## config.mk

```make
export PLATFORM = sky130hd
export DESIGN_NAME = axi_wr_stage
export DESIGN_NICKNAME = d
export VERILOG_FILES = /design/src/rtl/utils_pkg.sv /design/src/rtl/axi_wr_stage.sv
export SDC_FILE = /design/constraint.sdc
export NUM_CORES = 1
export LEC_CHECK = 0
export BUFFER_PORTS_ARGS = -buffer_cell sky130_fd_sc_hd__buf_2
export CAP_MARGIN = 15
export CORE_ASPECT_RATIO = 1.2
export CORE_UTILIZATION = 35
export CTS_CLUSTER_SIZE = 10
export DETAILED_ROUTE_END_ITERATION = 8
export PLACE_DENSITY = 0.74
export SLEW_MARGIN = 25
export SYNTH_ARGS = -nofsm -noshare
export SYNTH_HDL_FRONTEND = slang
export SYNTH_SLANG_ARGS = --single-unit
```

## constraint.sdc

```tcl
create_clock -name clk -period 1.85 [get_ports clk]
set_input_delay 0.2775 -clock clk [delete_from_list [all_inputs] [get_ports clk]]
set_output_delay 0.2775 -clock clk [all_outputs]
set_load 0.005 [all_outputs]
```

## src/rtl/utils_pkg.sv

```systemverilog
`default_nettype none

package utils_pkg;

  // memory sizing.
  localparam int MEM_KB      = 4;
  localparam int NUM_WORDS   = MEM_KB * 256;
  localparam int WORD_ADDR_W = $clog2(NUM_WORDS);

  // bus widths.
  localparam int AXI_ADDR_W = 32;
  localparam int AXI_DATA_W = 32;
  localparam int AXI_ID_W   = 4;

  typedef logic [AXI_ADDR_W-1:0]   axi_addr_t;
  typedef logic [AXI_DATA_W-1:0]   axi_data_t;
  typedef logic [AXI_DATA_W/8-1:0] axi_strb_t;
  typedef logic [AXI_ID_W-1:0]     axi_id_t;
  typedef logic [7:0]              axi_len_t;
  typedef logic [2:0]              axi_size_t;
  typedef logic [1:0]              axi_resp_t;
  typedef logic [WORD_ADDR_W-1:0]  word_addr_t;

  localparam axi_resp_t AXI_OKAY = 2'd0;

  localparam axi_size_t AXI_BYTE      = 3'd0;
  localparam axi_size_t AXI_HALF_WORD = 3'd1;
  localparam axi_size_t AXI_WORD      = 3'd2;

  typedef enum logic [1:0] {WR_IDLE, WR_DATA, WR_RESP} wr_state_t;
  typedef enum logic [1:0] {RD_IDLE, RD_FETCH, RD_DATA} rd_state_t;

  // active byte lanes of a beat for a given size and byte offset.
  function automatic axi_strb_t size_lanes(axi_size_t size, logic [1:0] offset);
    axi_strb_t lanes;
    case (size)
      AXI_BYTE:      lanes = 4'b0001;
      AXI_HALF_WORD: lanes = 4'b0011;
      AXI_WORD:      lanes = 4'b1111;
      default:       lanes = 4'b1111;
    endcase
    // lanes past the top of the word fall off.
    return axi_strb_t'(lanes << offset);
  endfunction

endpackage

`default_nettype wire

```

## src/rtl/axi_wr_stage.sv

```systemverilog
`default_nettype none

module axi_wr_stage import utils_pkg::*; (
  input  logic       clk,
  input  logic       rst,
  // AW channel
  input  axi_id_t    awid,
  input  axi_addr_t  awaddr,
  input  axi_len_t   awlen,
  input  axi_size_t  awsize,
  input  logic       awvalid,
  output logic       awready,
  // W channel
  input  axi_data_t  wdata,
  input  axi_strb_t  wstrb,
  input  logic       wlast,
  input  logic       wvalid,
  output logic       wready,
  // B channel
  output axi_id_t    bid,
  output axi_resp_t  bresp,
  output logic       bvalid,
  input  logic       bready,
  // RAM write port
  output logic       wr_en,
  output word_addr_t wr_addr,
  output axi_strb_t  wr_be,
  output axi_data_t  wr_data
);

  wr_state_t  state_ff;
  wr_state_t  next_state;
  axi_id_t    id_ff;
  word_addr_t word_ff;
  axi_len_t   len_ff;
  axi_len_t   cnt_ff;
  logic       aw_hs;
  logic       w_hs;
  logic       b_hs;
  logic       last_beat;

  assign aw_hs     = awvalid && awready;
  assign w_hs      = wvalid && wready;
  assign b_hs      = bvalid && bready;
  // the burst ends on wlast or on the beat count.
  assign last_beat = wlast || (cnt_ff == len_ff);

  always_comb begin
    next_state = state_ff;
    case (state_ff)
      WR_IDLE: begin
        if (aw_hs) begin
          next_state = WR_DATA;
        end
      end
      WR_DATA: begin
        if (w_hs && last_beat) begin
          next_state = WR_RESP;
        end
      end
      WR_RESP: begin
        if (b_hs) begin
          next_state = WR_IDLE;
        end
      end
      default: next_state = WR_IDLE;
    endcase
  end

  always_ff @(posedge clk) begin
    if (rst) begin
      state_ff <= WR_IDLE;
    end else begin
      state_ff <= next_state;
    end
  end

  // burst context steps one word per accepted beat.
  always_ff @(posedge clk) begin
    if (aw_hs) begin
      id_ff   <= awid;
      word_ff <= awaddr[2 +: WORD_ADDR_W];
      len_ff  <= awlen;
      cnt_ff  <= '0;
    end else if (w_hs) begin
      word_ff <= word_ff + 1'b1;
      cnt_ff  <= cnt_ff + 1'b1;
    end
  end

  assign awready = (state_ff == WR_IDLE);
  assign wready  = (state_ff == WR_DATA);
  assign bvalid  = (state_ff == WR_RESP);
  assign bid     = id_ff;
  assign bresp   = AXI_OKAY;

  assign wr_en   = w_hs;
  assign wr_addr = word_ff;
  assign wr_be   = wstrb;
  assign wr_data = wdata;

endmodule

`default_nettype wire

```

## After elaboration in Yosys (flattened, before gate mapping)

Cells that the tools add are included.

- Input bits: 89
- Flip-flop bits (word level): 32
- Output and inout port bits: 56
- Logic and storage cells: 27

- Reductions and logical operators: 8
- Equal/unequal tests: 6
- Multiplexer cells: 6
- Add/subtract/negate cells: 2

Operators by type and width:

| kind | number |
|---|---|
| 10-bit two-way mux | 2 |
| 10-bit by 1-bit adder with 10-bit output (second input constant) | 1 |
| 8-bit by 1-bit adder with 8-bit output (second input constant) | 1 |
| 8-bit equality test | 1 |
| 2-bit two-way mux | 3 |
| 2-bit by 1-bit inequality test with 1-bit output (second input constant) | 3 |
| 2-bit one-hot mux with 3 select lines | 1 |
| 1-bit logical AND | 4 |
| 3-bit AND reduction | 1 |
| 2-bit by 1-bit equality test with 1-bit output (second input constant) | 1 |
| 2-bit equality test (second input constant) | 1 |
| 2-bit zero test | 1 |
| 2-bit nonzero test | 1 |
| 1-bit logical OR | 1 |

## Depth between registers and ports, before layout

- Word-level depth: 5
- Mapped depth: 5
- Gate-level depth less buffers: 5

## Least setup slack after synthesis

No wires, ideal clock.

- Kind: reg2reg
- Start: register word_ff[0], in the netlist wr_addr[0]
- End: register word_ff[6], in the netlist wr_addr[6] (data pin)
- Required time: 1.588 ns
- Path buffers: 0
- Library setup time: 0.262 ns
- Setup slack: 0.421 ns
- Clock period less this slack: 1.429 ns
- Stages on the path, launching flop included: 6
- Arrival: 1.168 ns
- Cell sequence: edfxtp_1 -> ha_1 -> and3_1 -> nand3_1 -> xor2_1 -> o21ai_0

- Word-level cells in the longest chain between the ends: 3

RTL lines:

| element | line | source |
|---|---|---|
| start, declared | axi_wr_stage.sv:34 | `word_addr_t word_ff;` |
| start signal, assigned | axi_wr_stage.sv:82 | `word_ff <= awaddr[2 +: WORD_ADDR_W];` |
| start signal, assigned | axi_wr_stage.sv:86 | `word_ff <= word_ff + 1'b1;` |
| 10-bit by 1-bit adder with 10-bit output | axi_wr_stage.sv:86 |  |
| 10-bit two-way mux | axi_wr_stage.sv:85 | `end else if (w_hs) begin` |
| 10-bit two-way mux | axi_wr_stage.sv:80 | `if (aw_hs) begin` |

Every way passes these cells. The select of a mux whose other input is x is not followed.
A chain may end at the register's enable or synchronous reset.

## Worst setup path in the final report

- Start: register state_ff[1]
- End: output port wr_en

- Word-level cells in the longest chain between the ends: 2

RTL lines:

| element | line | source |
|---|---|---|
| start, declared | axi_wr_stage.sv:31 | `wr_state_t state_ff;` |
| start signal, assigned | axi_wr_stage.sv:74 | `state_ff <= next_state;` |
| 2-bit by 1-bit equality test with 1-bit output | axi_wr_stage.sv:92 | `assign wready = (state_ff == WR_DATA);` |
| 1-bit logical AND | axi_wr_stage.sv:43 | `assign w_hs = wvalid && wready;` |
| end, declared | axi_wr_stage.sv:25 | `output logic wr_en,` |

Every way passes these cells.

==> summary.md <==
| Metric | Value |
|---|---|
| CTS tree | `built` |
| Synth Register Bits | `32` |
| Gate count after technology mapping | `170` |
| Std-Cell Core Area | `4700 um^2` |
| Final Critical Period | `1.60 ns` |
| Type of the tightest min-delay check | `in -> reg` |
| Overall routing resource usage | `12.1%` |
| Number of H-tree levels | `2` |
| Die outline width | `66.6 um` |
| Clock group share of total power | `30.2%` |
| Number of warnings reported in the yosys synthesis log | `0` |
| Most frequent cells in the layout | `45 x sky130_fd_sc_hd__buf_2, 22 x sky130_fd_sc_hd__edfxtp_1, 16 x sky130_fd_sc_hd__nand2_1` |
| Layout-stage area growth over the synthesis result | `6.50%` |
| Residual DRC | `0` |
| Filler cell count | `471` |
| Synthesized-area fraction occupied by and/or/nand/nor cells | `14.9%` |
| Switching power as a share of total power | `25.9%` |
| Outcome | `completed` |
| Iteration-0 DRC count of the detailed router | `42` |
| Critical Path RT | `1.57 ns` |
| Insertion delay to the later sink of the worst-skew pair | `0.28 ns` |
| Cell-by-cell trace of the critical path | `nand3b_1 > clkinv_1 > buf_4 > buf_2` |
| Share of the yosys chip area belonging to registers | `49.2%` |
| Reported max-cap violation count | `0` |
| RSZ-0062 raised after global routing | `false` |
| Fin nets | `276` |
| Final GP Congestion | `0.707` |
| Die footprint | `5290 um^2` |
| Largest clock skew in the final design | `0.0111 ns` |
| IO Count | `145` |
| Floorplan row count | `27` |
| Post-CTS Repair Setup Buffers | `0` |
| Post-DRT Antenna Nets | `0` |
| Commonest non-fill, non-tap cell in the layout | `sky130_fd_sc_hd__buf_2` |
| Effective utilization at floorplan | `37.3%` |
| Share of total power in combinational logic | `16.8%` |
| Crit-path slowest cell | `sky130_fd_sc_hd__dfxtp_1` |
| Total clock buffers created by CTS | `5` |
| Global-route wire length before repair | `4770 um` |
| Detailed Route WL | `2970 um` |
| Clock input transition at the sequential cells of the worst setup and hold paths | `0.06 ns` |
| Largest family of logic cells by synthesized area | `buffers and inverters` |
| Distinct cell type count of the synthesized netlist | `27` |
| Layout cell share with drive strength beyond 1 | `31.7%` |
| TritonCTS Sinks | `32` |
| Maximum root-to-sink buffer count | `2` |
| Highest Clock Rate | `625 MHz` |
| Placed wire-length estimate after detailed placement | `2230 um` |
| Share of total power in sequential cells | `52.9%` |
| Total inserted antenna cells | `0` |
| Critical Path Source Type | `flip-flop` |
| Die height | `79.5 um` |
| Number of antenna violations at the first check in global routing | `0` |
| CP endpoint kind | `output port` |
| Vias in the first global route | `1124` |
| Switching power summed over all nets | `461 uW` |
| Aggregate global routing overflow | `0` |
| Complex-gate fraction of the synthesized area | `4.86%` |
| I/O Buffers | `45` |
| Fin Setup TNS | `0 ns` |
| Cell chosen for the clock root | `sky130_fd_sc_hd__clkbuf_8` |
| First-pass DRT Iterations | `3` |
| Internal power of the cells | `1.32 mW` |
| Worst path arrival time | `1.32 ns` |
| Power per standard cell area | `953 nW/um^2` |
| Tot Pwr | `1.78 mW` |
| Highest fanout seen on the critical path | `7` |
| Count of vias placed by the detailed router | `1140` |
| Final Hold Viols | `0` |
| Share of the clock period used by the worst path after layout | `86.5%` |
| Cell Area, Synth | `1750 um^2` |
| Slowest Stage Delay on Critical Path | `0.38 ns` |
| Final setup viols | `0` |
| Maximum resistive drop on vdd | `0.488 mV` |
| Max-slew violation total from the final report | `0` |
| CTS resizes | `0` |
| Area occupied by registers | `861 um^2` |
| Xor and xnor area share after synthesis | `11.0%` |
| Fraction of synthesized area in multiplexers | `0.643%` |
| Type of the setup path with the least slack | `reg -> out` |
| Average instance area after synthesis | `10.3 um^2` |
| Detail-routed net length per standard cell | `12.2 um` |
| Area taken by multi-input logic gates | `582 um^2` |
| Hold-fix buffers at CTS | `0` |
| Static power due to leakage | `0.764 nW` |
| Largest net degree at the start of global routing | `24` |
| Detail-routed via count per cell | `4.67` |
| Share of synthesized cell area in full adder, half adder and majority cells | `1.43%` |
## cell usage after synthesis, drive strengths merged
cell	count	share of area, %
inv	2	0.43
ha	2	1.4
nor3	3	0.86
nor4	2	1.4
nor2b	3	1.1
xnor2	8	4.0
nand3b	1	0.43
clkinv	1	0.21
nand4	4	1.4
a21oi	4	1.1
and3	3	1.1
buf	41	17
o21ai	11	3.1
dfxtp	10	11
mux2	1	0.64
and2	1	0.36
a221o	1	0.57
or2	1	0.36
conb	1	0.21
or3	1	0.36
nor2	12	2.6
nand3	5	1.4
xor2	14	7.0
nand2	16	3.4
edfxtp	22	38
## power groups by stage
stage               registers [mW]  clock network (mW)  logic, mW
finish                       0.940               0.537      0.299
global route                 0.954               0.583      0.341
CTS                          0.941               0.562      0.307
detailed placement           0.957                   0      0.305
global placement             0.953                   0      0.298
floorplan                    0.950                   0      0.238
## worst paths after layout
path | cells past startpoint | slack [ns] | startpoint | end
worst min-delay path | 1 | 0.18 | awlen[0] | len_ff[0]$_DFFE_PP_
worst max register to register | 5 | 0.36 | wr_addr[0]$_DFFE_PP_ | wr_addr[8]$_DFFE_PP_
worst min register to register | 2 | 0.51 | cnt_ff[1]$_SDFFE_PP0P_ | cnt_ff[1]$_SDFFE_PP0P_
worst max-delay path | 4 | 0.25 | state_ff[1]$_SDFFE_PP0P_ | wr_en
## kinds of logic after synthesis
| logic type | count (synthesis) |
|---|---|
| AO/OA/AOI/OAI | 16 |
| XOR/XNOR | 22 |
| adder cells (fa/ha/maj) | 2 |
| buffers and inverters | 44 |
| flip-flops | 32 |
| multiplexers | 1 |
| other | 1 |
| AND/OR/NAND/NOR | 52 |
## flip-flops by register name, summed over array words and instances, names as in the netlist
register / count
state_ff: 2
cnt_ff: 8
wr_addr: 10
bid: 4
len_ff: 8
## critical path, delay by kind of cell, from the launching register on
family,cells,cell delay (ns)
and+or+nand+nor,1,0.25
DFF,1,0.38
buffers and inverters,3,0.42
## per-stage QoR
stage / cell area, um^2 / std cells / setup WS [ns] / hold WS (ns) / util (%)
2_1_floorplan: 1750 / 171 / 0.421 / 0.376 / -
3_3_place_gp: 1770 / 236 / 0.311 / 0.454 / 37.8
3_5_place_dp: 1770 / 236 / 0.317 / 0.456 / 37.8
4_1_cts: 1860 / 244 / 0.243 / 0.166 / 39.7
5_1_grt: 1860 / 244 / 0.132 / 0.158 / 39.7
6_report: 1860 / 244 / 0.250 / 0.176 / 39.7
## layer usage
metal	GRT usage (%)	routed length (um)	vias to the layer above
met5	0	0	-
met4	9.79	124	0
met3	3.14	163	19
met2	19.9	1470	40
met1	12.7	1220	517
li1	-	-	564
## layout make-up
type                       count  share of cell area, %
tap                           58                   3.89
timing repair buffer          48                   13.3
multi-input combinational     95                   31.2
clock inverter                 1                  0.201
clock buffer                   7                   4.63
sequential                    32                   46.2
inverter                       3                  0.604
(Power assumes the default switching activity.)
