--- src/rtl/utils_pkg.sv ---
`default_nettype none

package utils_pkg;

  // memory sizing.
  localparam int MEM_KB      = 4;
  localparam int NUM_WORDS   = MEM_KB * 256;
  localparam int WORD_ADDR_W = $clog2(NUM_WORDS);

  // bus widths.
  localparam int AXI_ADDR_W = 32;
  localparam int AXI_DATA_W = 32;
  localparam int AXI_ID_W   = 4;

  typedef logic [AXI_ADDR_W-1:0]   axi_addr_t;
  typedef logic [AXI_DATA_W-1:0]   axi_data_t;
  typedef logic [AXI_DATA_W/8-1:0] axi_strb_t;
  typedef logic [AXI_ID_W-1:0]     axi_id_t;
  typedef logic [7:0]              axi_len_t;
  typedef logic [2:0]              axi_size_t;
  typedef logic [1:0]              axi_resp_t;
  typedef logic [WORD_ADDR_W-1:0]  word_addr_t;

  localparam axi_resp_t AXI_OKAY = 2'd0;

  localparam axi_size_t AXI_BYTE      = 3'd0;
  localparam axi_size_t AXI_HALF_WORD = 3'd1;
  localparam axi_size_t AXI_WORD      = 3'd2;

  typedef enum logic [1:0] {WR_IDLE, WR_DATA, WR_RESP} wr_state_t;
  typedef enum logic [1:0] {RD_IDLE, RD_FETCH, RD_DATA} rd_state_t;

  // active byte lanes of a beat for a given size and byte offset.
  function automatic axi_strb_t size_lanes(axi_size_t size, logic [1:0] offset);
    axi_strb_t lanes;
    case (size)
      AXI_BYTE:      lanes = 4'b0001;
      AXI_HALF_WORD: lanes = 4'b0011;
      AXI_WORD:      lanes = 4'b1111;
      default:       lanes = 4'b1111;
    endcase
    // lanes past the top of the word fall off.
    return axi_strb_t'(lanes << offset);
  endfunction

endpackage

`default_nettype wire

--- src/rtl/axi_rd_stage.sv ---
`default_nettype none

module axi_rd_stage import utils_pkg::*; (
  input  logic       clk,
  input  logic       rst,
  // AR channel
  input  axi_id_t    arid,
  input  axi_addr_t  araddr,
  input  axi_len_t   arlen,
  input  axi_size_t  arsize,
  input  logic       arvalid,
  output logic       arready,
  // R channel
  output axi_id_t    rid,
  output axi_data_t  rdata,
  output axi_resp_t  rresp,
  output logic       rlast,
  output logic       rvalid,
  input  logic       rready,
  // RAM read port
  output logic       rd_en,
  output word_addr_t rd_addr,
  input  axi_data_t  rd_data
);

  rd_state_t  state_ff;
  rd_state_t  next_state;
  axi_id_t    id_ff;
  word_addr_t word_ff;
  axi_len_t   rem_ff;
  axi_size_t  size_ff;
  logic [1:0] off_ff;
  axi_data_t  rdata_ff;
  logic       rvalid_ff;
  axi_strb_t  lanes;
  axi_data_t  lane_mask;
  logic       ar_hs;
  logic       r_hs;

  assign ar_hs = arvalid && arready;
  assign r_hs  = rvalid && rready;

  always_comb begin
    next_state = state_ff;
    case (state_ff)
      RD_IDLE: begin
        if (ar_hs) begin
          next_state = RD_FETCH;
        end
      end
      RD_FETCH: next_state = RD_DATA;
      RD_DATA: begin
        if (r_hs) begin
          next_state = (rem_ff == '0) ? RD_IDLE : RD_FETCH;
        end
      end
      default: next_state = RD_IDLE;
    endcase
  end

  // expand the lane enables to a bit mask.
  always_comb begin
    lanes = size_lanes(size_ff, off_ff);
    for (int i = 0; i < $bits(axi_strb_t); i++) begin
      lane_mask[i*8 +: 8] = {8{lanes[i]}};
    end
  end

  always_ff @(posedge clk) begin
    if (rst) begin
      state_ff  <= RD_IDLE;
      rvalid_ff <= 1'b0;
    end else begin
      state_ff <= next_state;
      // RAM data lands on the first RD_DATA cycle.
      if (state_ff == RD_DATA && !rvalid_ff) begin
        rvalid_ff <= 1'b1;
      end else if (r_hs) begin
        rvalid_ff <= 1'b0;
      end
    end
  end

  always_ff @(posedge clk) begin
    if (ar_hs) begin
      id_ff   <= arid;
      word_ff <= araddr[2 +: WORD_ADDR_W];
      rem_ff  <= arlen;
      size_ff <= arsize;
      off_ff  <= araddr[1:0];
    end else if (r_hs) begin
      word_ff <= word_ff + 1'b1;
      rem_ff  <= rem_ff - 1'b1;
      off_ff  <= '0;
    end
    if (state_ff == RD_DATA && !rvalid_ff) begin
      rdata_ff <= rd_data & lane_mask;
    end
  end

  assign arready = (state_ff == RD_IDLE);
  assign rd_en   = (state_ff == RD_FETCH);
  assign rd_addr = word_ff;
  assign rid     = id_ff;
  assign rdata   = rdata_ff;
  assign rresp   = AXI_OKAY;
  assign rvalid  = rvalid_ff;
  assign rlast   = rvalid_ff && (rem_ff == '0);

endmodule

`default_nettype wire

--- config.mk ---
export PLATFORM = sky130hd
export DESIGN_NAME = axi_rd_stage
export DESIGN_NICKNAME = d
export VERILOG_FILES = /design/src/rtl/utils_pkg.sv /design/src/rtl/axi_rd_stage.sv
export SDC_FILE = /design/constraint.sdc
export NUM_CORES = 1
export LEC_CHECK = 0
export ABC_AREA = 1
export BUFFER_PORTS_ARGS = -buffer_cell sky130_fd_sc_hd__buf_4
export CELL_PAD_IN_SITES_DETAIL_PLACEMENT = 0
export CELL_PAD_IN_SITES_GLOBAL_PLACEMENT = 1
export CORE_MARGIN = 4
export CORE_UTILIZATION = 34
export DETAILED_ROUTE_END_ITERATION = 16
export HOLD_SLACK_MARGIN = 0.08
export MAX_ROUTING_LAYER = met4
export PLACE_DENSITY_LB_ADDON = 0.12
export SETUP_SLACK_MARGIN = 0.2
export SKIP_CTS_REPAIR_TIMING = 1
export SYNTH_ARGS = -nofsm -noshare
export SYNTH_HDL_FRONTEND = slang
export SYNTH_SLANG_ARGS = --single-unit
--- constraint.sdc ---
create_clock -name clk -period 3.4 [get_ports clk]
set_clock_uncertainty 0.1 [all_clocks]
set_input_delay 0 -clock clk [delete_from_list [all_inputs] [get_ports clk]]
set_output_delay 0 -clock clk [all_outputs]
set_load 0.01 [all_outputs]
# Yosys cells after proc, flatten, opt, wreduce, memory -nomap -nowiden
# Index checks and enable logic that the tools add are counted.
[op_classes]
n_addsub = 2
eq_ne = 5
shifts = 1
n_mux = 13
bitwise_logic = 1
reduce_logical = 11
[op_table]
columns = ["cell", "count"]
rows = [
  ["$and A32 B32 Y32", 1],
  ["$mux W10", 2],
  ["$mux W8", 2],
  ["$add A10 B1 Y10 const B", 1],
  ["$logic_not A8 Y1", 1],
  ["$mux W2", 4],
  ["$pmux W4 S2", 1],
  ["$sub A8 B1 Y8 const B", 1],
  ["$pmux W2 S3", 1],
  ["$logic_and A1 B1 Y1", 4],
  ["$reduce_bool A2 Y1", 2],
  ["$shl A4 B2 Y4", 1],
  ["$eq A3 B1 Y1 const B", 1],
  ["$logic_not A3 Y1", 1],
  ["$mux W1", 3],
  ["$eq A2 B1 Y1 const B", 1],
  ["$eq A2 B2 Y1 const B", 1],
  ["$logic_not A2 Y1", 1],
  ["$ne A2 B1 Y1 const B", 1],
  ["$ne A2 B2 Y1 const B", 1],
  ["$reduce_and A2 Y1", 1],
  ["$logic_not A1 Y1", 1],
]
[word_totals]
regBits = 62
in_bits = 83
wordCells = 41

# Depth between registers and ports, before layout
# Gate-level depths: netlist of run 1.
[logic_depth]
ltp_word = 4
mapped_depth = 8
ltp_nobuf = 8

# Worst setup path after synthesis of run 1
# Ideal clock, no wire load.
[synth_path]
path_kind = "register to register"
start = "register state_ff[1]"
end = "register rdata_ff[0], in the netlist rdata[0] (enable)"
setup_ns = 0.421
arrival_time_ns = 1.877
t_required_ns = 2.879
path_slack_ns = 1.002
path_stages_with_launch = 3
path_buffers = 0
cell_sequence = "dfxtp_1 > nand2_1 > nor2_1"
[synth_via]
elab_chain_len = 2
[synth_rtl]
columns = ["element", "line_no", "source"]
rows = [
  ["start: declaration", "axi_rd_stage.sv:26", "rd_state_t state_ff;"],
  ["start signal: assignment", "axi_rd_stage.sv:74", "state_ff <= next_state;"],
  ["$eq A2 B2 Y1", "axi_rd_stage.sv:96", "if (state_ff == RD_DATA && !rvalid_ff) begin"],
  ["$logic_and A1 B1 Y1", "axi_rd_stage.sv:96", ""],
  ["end signal: assignment", "axi_rd_stage.sv:97", "rdata_ff <= rd_data & lane_mask;"],
  ["end: declaration", "axi_rd_stage.sv:33", "axi_data_t rdata_ff;"],
]
# No other way between the ends.
# A chain may end at the register's enable or synchronous reset.

# Worst setup path after layout of run 1
[layout_path]
start = "register rem_ff[0]"
end = "output rlast"
[layout_via]
elab_chain_len = 2
[layout_rtl]
columns = ["element", "line_no", "source"]
rows = [
  ["start: declaration", "axi_rd_stage.sv:30", "axi_len_t rem_ff;"],
  ["start signal: assignment", "axi_rd_stage.sv:88", "rem_ff <= arlen;"],
  ["start signal: assignment", "axi_rd_stage.sv:93", "rem_ff <= rem_ff - 1'b1;"],
  ["$logic_not A8 Y1", "axi_rd_stage.sv:108", "assign rlast = rvalid_ff && (rem_ff == '0);"],
  ["$logic_and A1 B1 Y1", "axi_rd_stage.sv:108", ""],
  ["end: declaration", "axi_rd_stage.sv:17", "output logic rlast,"],
]
# No other way between the ends.

==> results of run 1 <==
-- through the flow --
step           cell area [um^2]  power, mW  setup WS, ps  util, %
6_report                   4580       2.21          1440     58.1
5_1_grt                    4580       2.35          1290     58.1
4_1_cts                    3950       2.19          1400     50.1
3_5_place_dp               3750       1.54          1430     47.6
3_3_place_gp               3750       1.53          1450     47.6
2_1_floorplan              2830       1.33          1000        -
-- critical path, stage by stage, from the launching register on --
cell and delay, ps:
edfxtp_1 400, inv_1 90, ha_1 170, nand2_1 90
nor2_1 290, nand3_1 130, nor3_1 190, buf_4 160
-- per-layer routing --
metal  GRT usage, %  vias to the layer above  part of all wire (%)
met5              -                        -                     0
met4           5.67                        0                   1.5
met3           3.23                       10                   6.4
met2           20.1                       74                    48
met1           15.7                     1068                    44
li1               -                     1259                     -
-- power breakdown --
group	leakage, nW	switching [mW]	internal (mW)
Sequential	0.581	0.0610	0.980
Combinational	1.46	0.276	0.257
Clock	0.0895	0.300	0.339
-- Yosys cell counts, types with 3 or more instances --
cell      number
o21ai_2        5
inv_1         54
edfxtp_1      59
nand2_1       58
nor2_1        56
dfxtp_1        3
nand3_1       14
buf_4          3
o21ai_0        5
-- worst min-delay path by stage --
stage / cells past startpoint / start / endpoint / slack, ps
after detailed placement: 1 / arsize[2] / size_ff[2] / 80
after global placement: 1 / arid[0] / rid[0] / 80
after CTS: 1 / arid[0] / rid[0] / -280
after global routing: 2 / arid[1] / rid[1] / 290
final: 2 / arid[2] / rid[2] / 290
after floorplan: 1 / rst / state_ff[1] / -30
-- registers in the layout, indices dropped and copies added, names as in the netlist --
name      cells
rd_addr      10
off_ff        2
rid           4
state_ff      2
rvalid        1
rdata        32
size_ff       3
rem_ff        8
-- kinds of logic after synthesis --
group,after synthesis
adder cells (fa/ha/maj),2
buffers and inverters,60
XOR/XNOR,2
other,1
AO/OA/AOI/OAI,17
AND/OR/NAND/NOR,138
flip-flops,62
-- area by class of cell --
class / count / area [um^2] / area share, %
clock buffer: 9 / 124 / 2.70
multi-input combinational: 161 / 736 / 16.1
timing repair buffer: 176 / 1480 / 32.3
clock inverter: 7 / 73.8 / 1.61
tap: 102 / 128 / 2.78
sequential: 62 / 1830 / 40.0
inverter: 55 / 211 / 4.61
==> qor.csv, run 1 <==
metric;value;unit
clock.fmax;510;MHz
layout_commonest_cell;buf_4;
yosysSeqAreaShare;64.8;%
cp.arrival;1860;ps
relSlewSlack;42.0;%
cts_buffer_depth;2;
synth_xor_area_share;0.620;%
criticalPathCategory;reg -> out;
cp.required;3300;ps
synth-seq-cells;62;
n_fill_cell;684;
layout-drive-gt1-share;29.8;%
htree_levels;3;
synthCells;282;
clk_pin_slew_worst_paths;70;ps
clk_latency;330;ps
rsz0062_at_grt;no;
place_inst;493;
dieArea;9840;um^2
syn_area;2830;um^2
totalNegativeSetupSlack;0;ps
wl_per_cell;11.7;um
gp_congestion;0.761;
route.vias.total;2411;
via_per_inst;4.22;
critPathLaunchType;flop;
io_pins;135;
track_usage;12.8;%
cts_tree;done;
synth_top_area_cell;edfxtp_1;
drt_iter0_drc;45;
grt_max_degree;33;
synth_area_leaders;edfxtp_1, nand2_1, nor2_1, inv_1, nand3_1;
synth_edf_count;59;
fin_cells;572;
synth_top_family_by_area;simple AND/OR/NAND/NOR gates;
first_global_vias;2103;
synth_compound_area_share;4.03;%
synth_area_per_cell;10.0;um^2
antenna_found_initial;0;
worst_pin_slew;867;ps
regToRegSetupSlack;1530;ps
maxSlewViolCount;0;
synthMuxAreaShare;0;%
place_hpwl;4.41;mm
reg2reg_depth;3;
final_hold_viol_count;0;
ant_nets;0;
yosys_most_used_dff;edfxtp_1;
antenna_cells;0;
rows;32;
min_path_type;in -> reg;
reg2reg_to;rem_ff[4];
port_buffers;112;
fin_crit_sh;57.6;%
drv_cap;0;
fin_hold_ws;286;ps
grt_pass1_wl;9.63;mm
ys_types;28;
p_per_area;483;nW/um^2
async_flop_share;0;%
grt_overflow;0;
fin_crit;1960;ps
synth_top_cell_area_share;62.7;%
wirelength;6.67;mm
syn_to_final_growth;62.2;%
drt_first_pass_iters;4;
crit_start;rem_ff[0];
clock-sinks;62;
end_kind;primary output;
core;7890;um^2
status;completed;
floorplan.initialDensity;35.8;%
irDropWorstVdd;0.254;mV
final_nets;550;
clockRootBuffer;clkbuf_8;
synthAdderAreaFrac;0.885;%
finalSetupViolCount;0;
crit_end;rlast;
cts_buffers;9;
synthSimpleGateAreaFrac;20.1;%
dieHeight;99.2;um
mostFrequentLayoutCells;buf_4, dlygate4sd3_1, edfxtp_1, nand2_1, nor2_1;
drc;0;
r2r-start;state_ff[1];
power.leakage;2.13;nW
cp_max_fo;5;
die_x;99.2;um
yosysWarnings;0;
(Power assumes the default switching activity.)
==> run 2: changes to the inputs <==
==> constraint.sdc (replaced) <==
create_clock -name clk -period 2.05 [get_ports clk]
set_clock_uncertainty 0.1 [all_clocks]
set_input_delay 0 -clock clk [delete_from_list [all_inputs] [get_ports clk]]
set_output_delay 0 -clock clk [all_outputs]
set_load 0.01 [all_outputs]
==> run 2 against run 1 <==
Effect of this change: wire length increased by 3.0%; clock power increased by 77%; global-route usage about the same; flip-flop and latch count unchanged.
==> qor.csv, run 2 (same netlist as run 1, synthesis figures left out) <==
metric;value;unit;change
route.vias.total;2445;;+1.4%
totalNegativeSetupSlack;0;ps;unchanged
htree_levels;3;;unchanged
core;7890;um^2;unchanged
grt_overflow;0;;unchanged
mostFrequentLayoutCells;buf_4, dlygate4sd3_1, edfxtp_1, nand2_1;;
antenna_found_initial;0;;unchanged
irDropWorstVdd;0.390;mV;+54%
rsz0062_at_grt;no;;
power.leakage;2.17;nW;+1.9%
layout-drive-gt1-share;30.8;%;+1.0 points
dieHeight;99.2;um;unchanged
dieArea;9840;um^2;unchanged
drv_cap;0;;unchanged
criticalPathCategory;reg -> out;;
final_nets;554;;+0.73%
die_x;99.2;um;unchanged
largest_reg_flops;32;;unchanged
drt_iter0_drc;53;;+18%
layout_commonest_cell;buf_4;;
cts_tree;done;;
end_kind;primary output;;
power.total;3.77;mW;+70%
crit_path_cell_trace;inv_1 -> ha_1 -> nand2_1 -> nor2_4 -> nand3_1 -> nor3_2 -> buf_4;;
maxSlewViolCount;0;;unchanged
cp.required;1950;ps;-1350 ps
floorplan.initialDensity;35.8;%;unchanged
relSlewSlack;62.5;%;+20 points
worst_pin_slew;559;ps;-308 ps
cts_buffer_depth;2;;unchanged
finalSetupViolCount;0;;unchanged
finalInstanceArea;4660;um^2;+1.6%
clock-sinks;62;;unchanged
final_hold_viol_count;0;;unchanged
worst_path_largest_cell_delay;390;ps;about the same
antenna_cells;0;;unchanged
critPathLaunchType;flop;;
place_area;3780;um^2;+0.67%
drt_first_pass_iters;4;;unchanged
place_hpwl;4.59;mm;+4.0%
grt_pass1_wl;9.70;mm;+0.79%
grt_max_degree;33;;unchanged
track_usage;12.8;%;about the same
pre_cts_ws;409;ps;-1030 ps
fin_crit;1700;ps;
fin_ws;346;ps;-1100 ps
io_pins;135;;unchanged
min_path_type;in -> reg;;
place_inst;494;;+0.20%
clock.fmax;587;MHz;
cpMaxStageDelayCell;edfxtp_1;;
p_per_area;809;nW/um^2;+68%
wl_per_cell;11.9;um;+2.3%
clk_pin_slew_worst_paths;70;ps;about the same
rows;32;;unchanged
drc;0;;unchanged
holdPathStages;2;;unchanged
ant_nets;0;;unchanged
clockRootBuffer;clkbuf_8;;
fin_crit_sh;83.1;%;
fin_cells;576;;+0.70%
gp_congestion;0.774;;+1.7%
reg2reg_depth;3;;unchanged
via_per_inst;4.24;;+0.71%
cts_buffers;9;;unchanged
wirelength;6.87;mm;+3.0%
syn_to_final_growth;64.8;%;
first_global_vias;2087;;-0.76%
status;completed;;
cp_max_fo;4;;-1
port_buffers;112;;unchanged
clk_latency;330;ps;about the same
cp.arrival;1600;ps;-260 ps
## run 2: cell count changes in the layout (fill, tap and decap cells not counted), moves of 2 or more
cell,change
buf_4,+3
clkbuf_8,+3
nor2_4,+2
clkinvlp_4,-2
## run 2: where the power goes
| part | switching [mW] | internal (mW) |
|---|---|---|
| clock | 0.467 | 0.660 |
| combinational | 0.467 | 0.445 |
| sequential | 0.103 | 1.62 |
## run 2: path summary, 6_finish.rpt
| check | startpoint | to | slack (ps) |
|---|---|---|---|
| max | rem_ff[0] | rlast | 350 |
| min | arid[2] | rid[2] | 300 |
| max reg2reg | state_ff[1] | rvalid | 480 |
| min reg2reg | state_ff[0] | state_ff[0] | 520 |
## run 2: metal layers
layer / part of all wire, % / GRT usage (%) / routed length (um) / vias up
met1: 43 / 15.4 / 2940 / 1084
met4: 1.1 / 5.04 / 78 / 0
li1: - / - / - / 1274
met5: 0 / - / 0 / -
met3: 6.9 / 3.58 / 473 / 8
met2: 49 / 20.6 / 3380 / 79
## run 2: stage by stage
stage                     hold slack, ps  util (%)
after detailed placement            79.8      47.9
after global placement              79.2      47.9
after global routing                 288      59.0
final                                296      59.0
after CTS                           -279      50.6
after floorplan                    -27.6         -
## run 2: layout make-up
class	count	area, um^2
fillers	715	3230
flip-flops and latches	62	1830
repair buffers	180	1520
multi-input cells	161	753
inverters	55	211
clock buffers	13	169
well taps	102	128
clock inverters	3	42.5
## run 2: worst max-delay path, delay by kind of cell, from the launching register on
| family | cells | cell delay [ps] |
|---|---|---|
| AND/OR/NAND/NOR | 4 | 490 |
| flip-flops | 1 | 390 |
| buffers and inverters | 2 | 230 |
| adder cells (fa/ha/maj) | 1 | 160 |
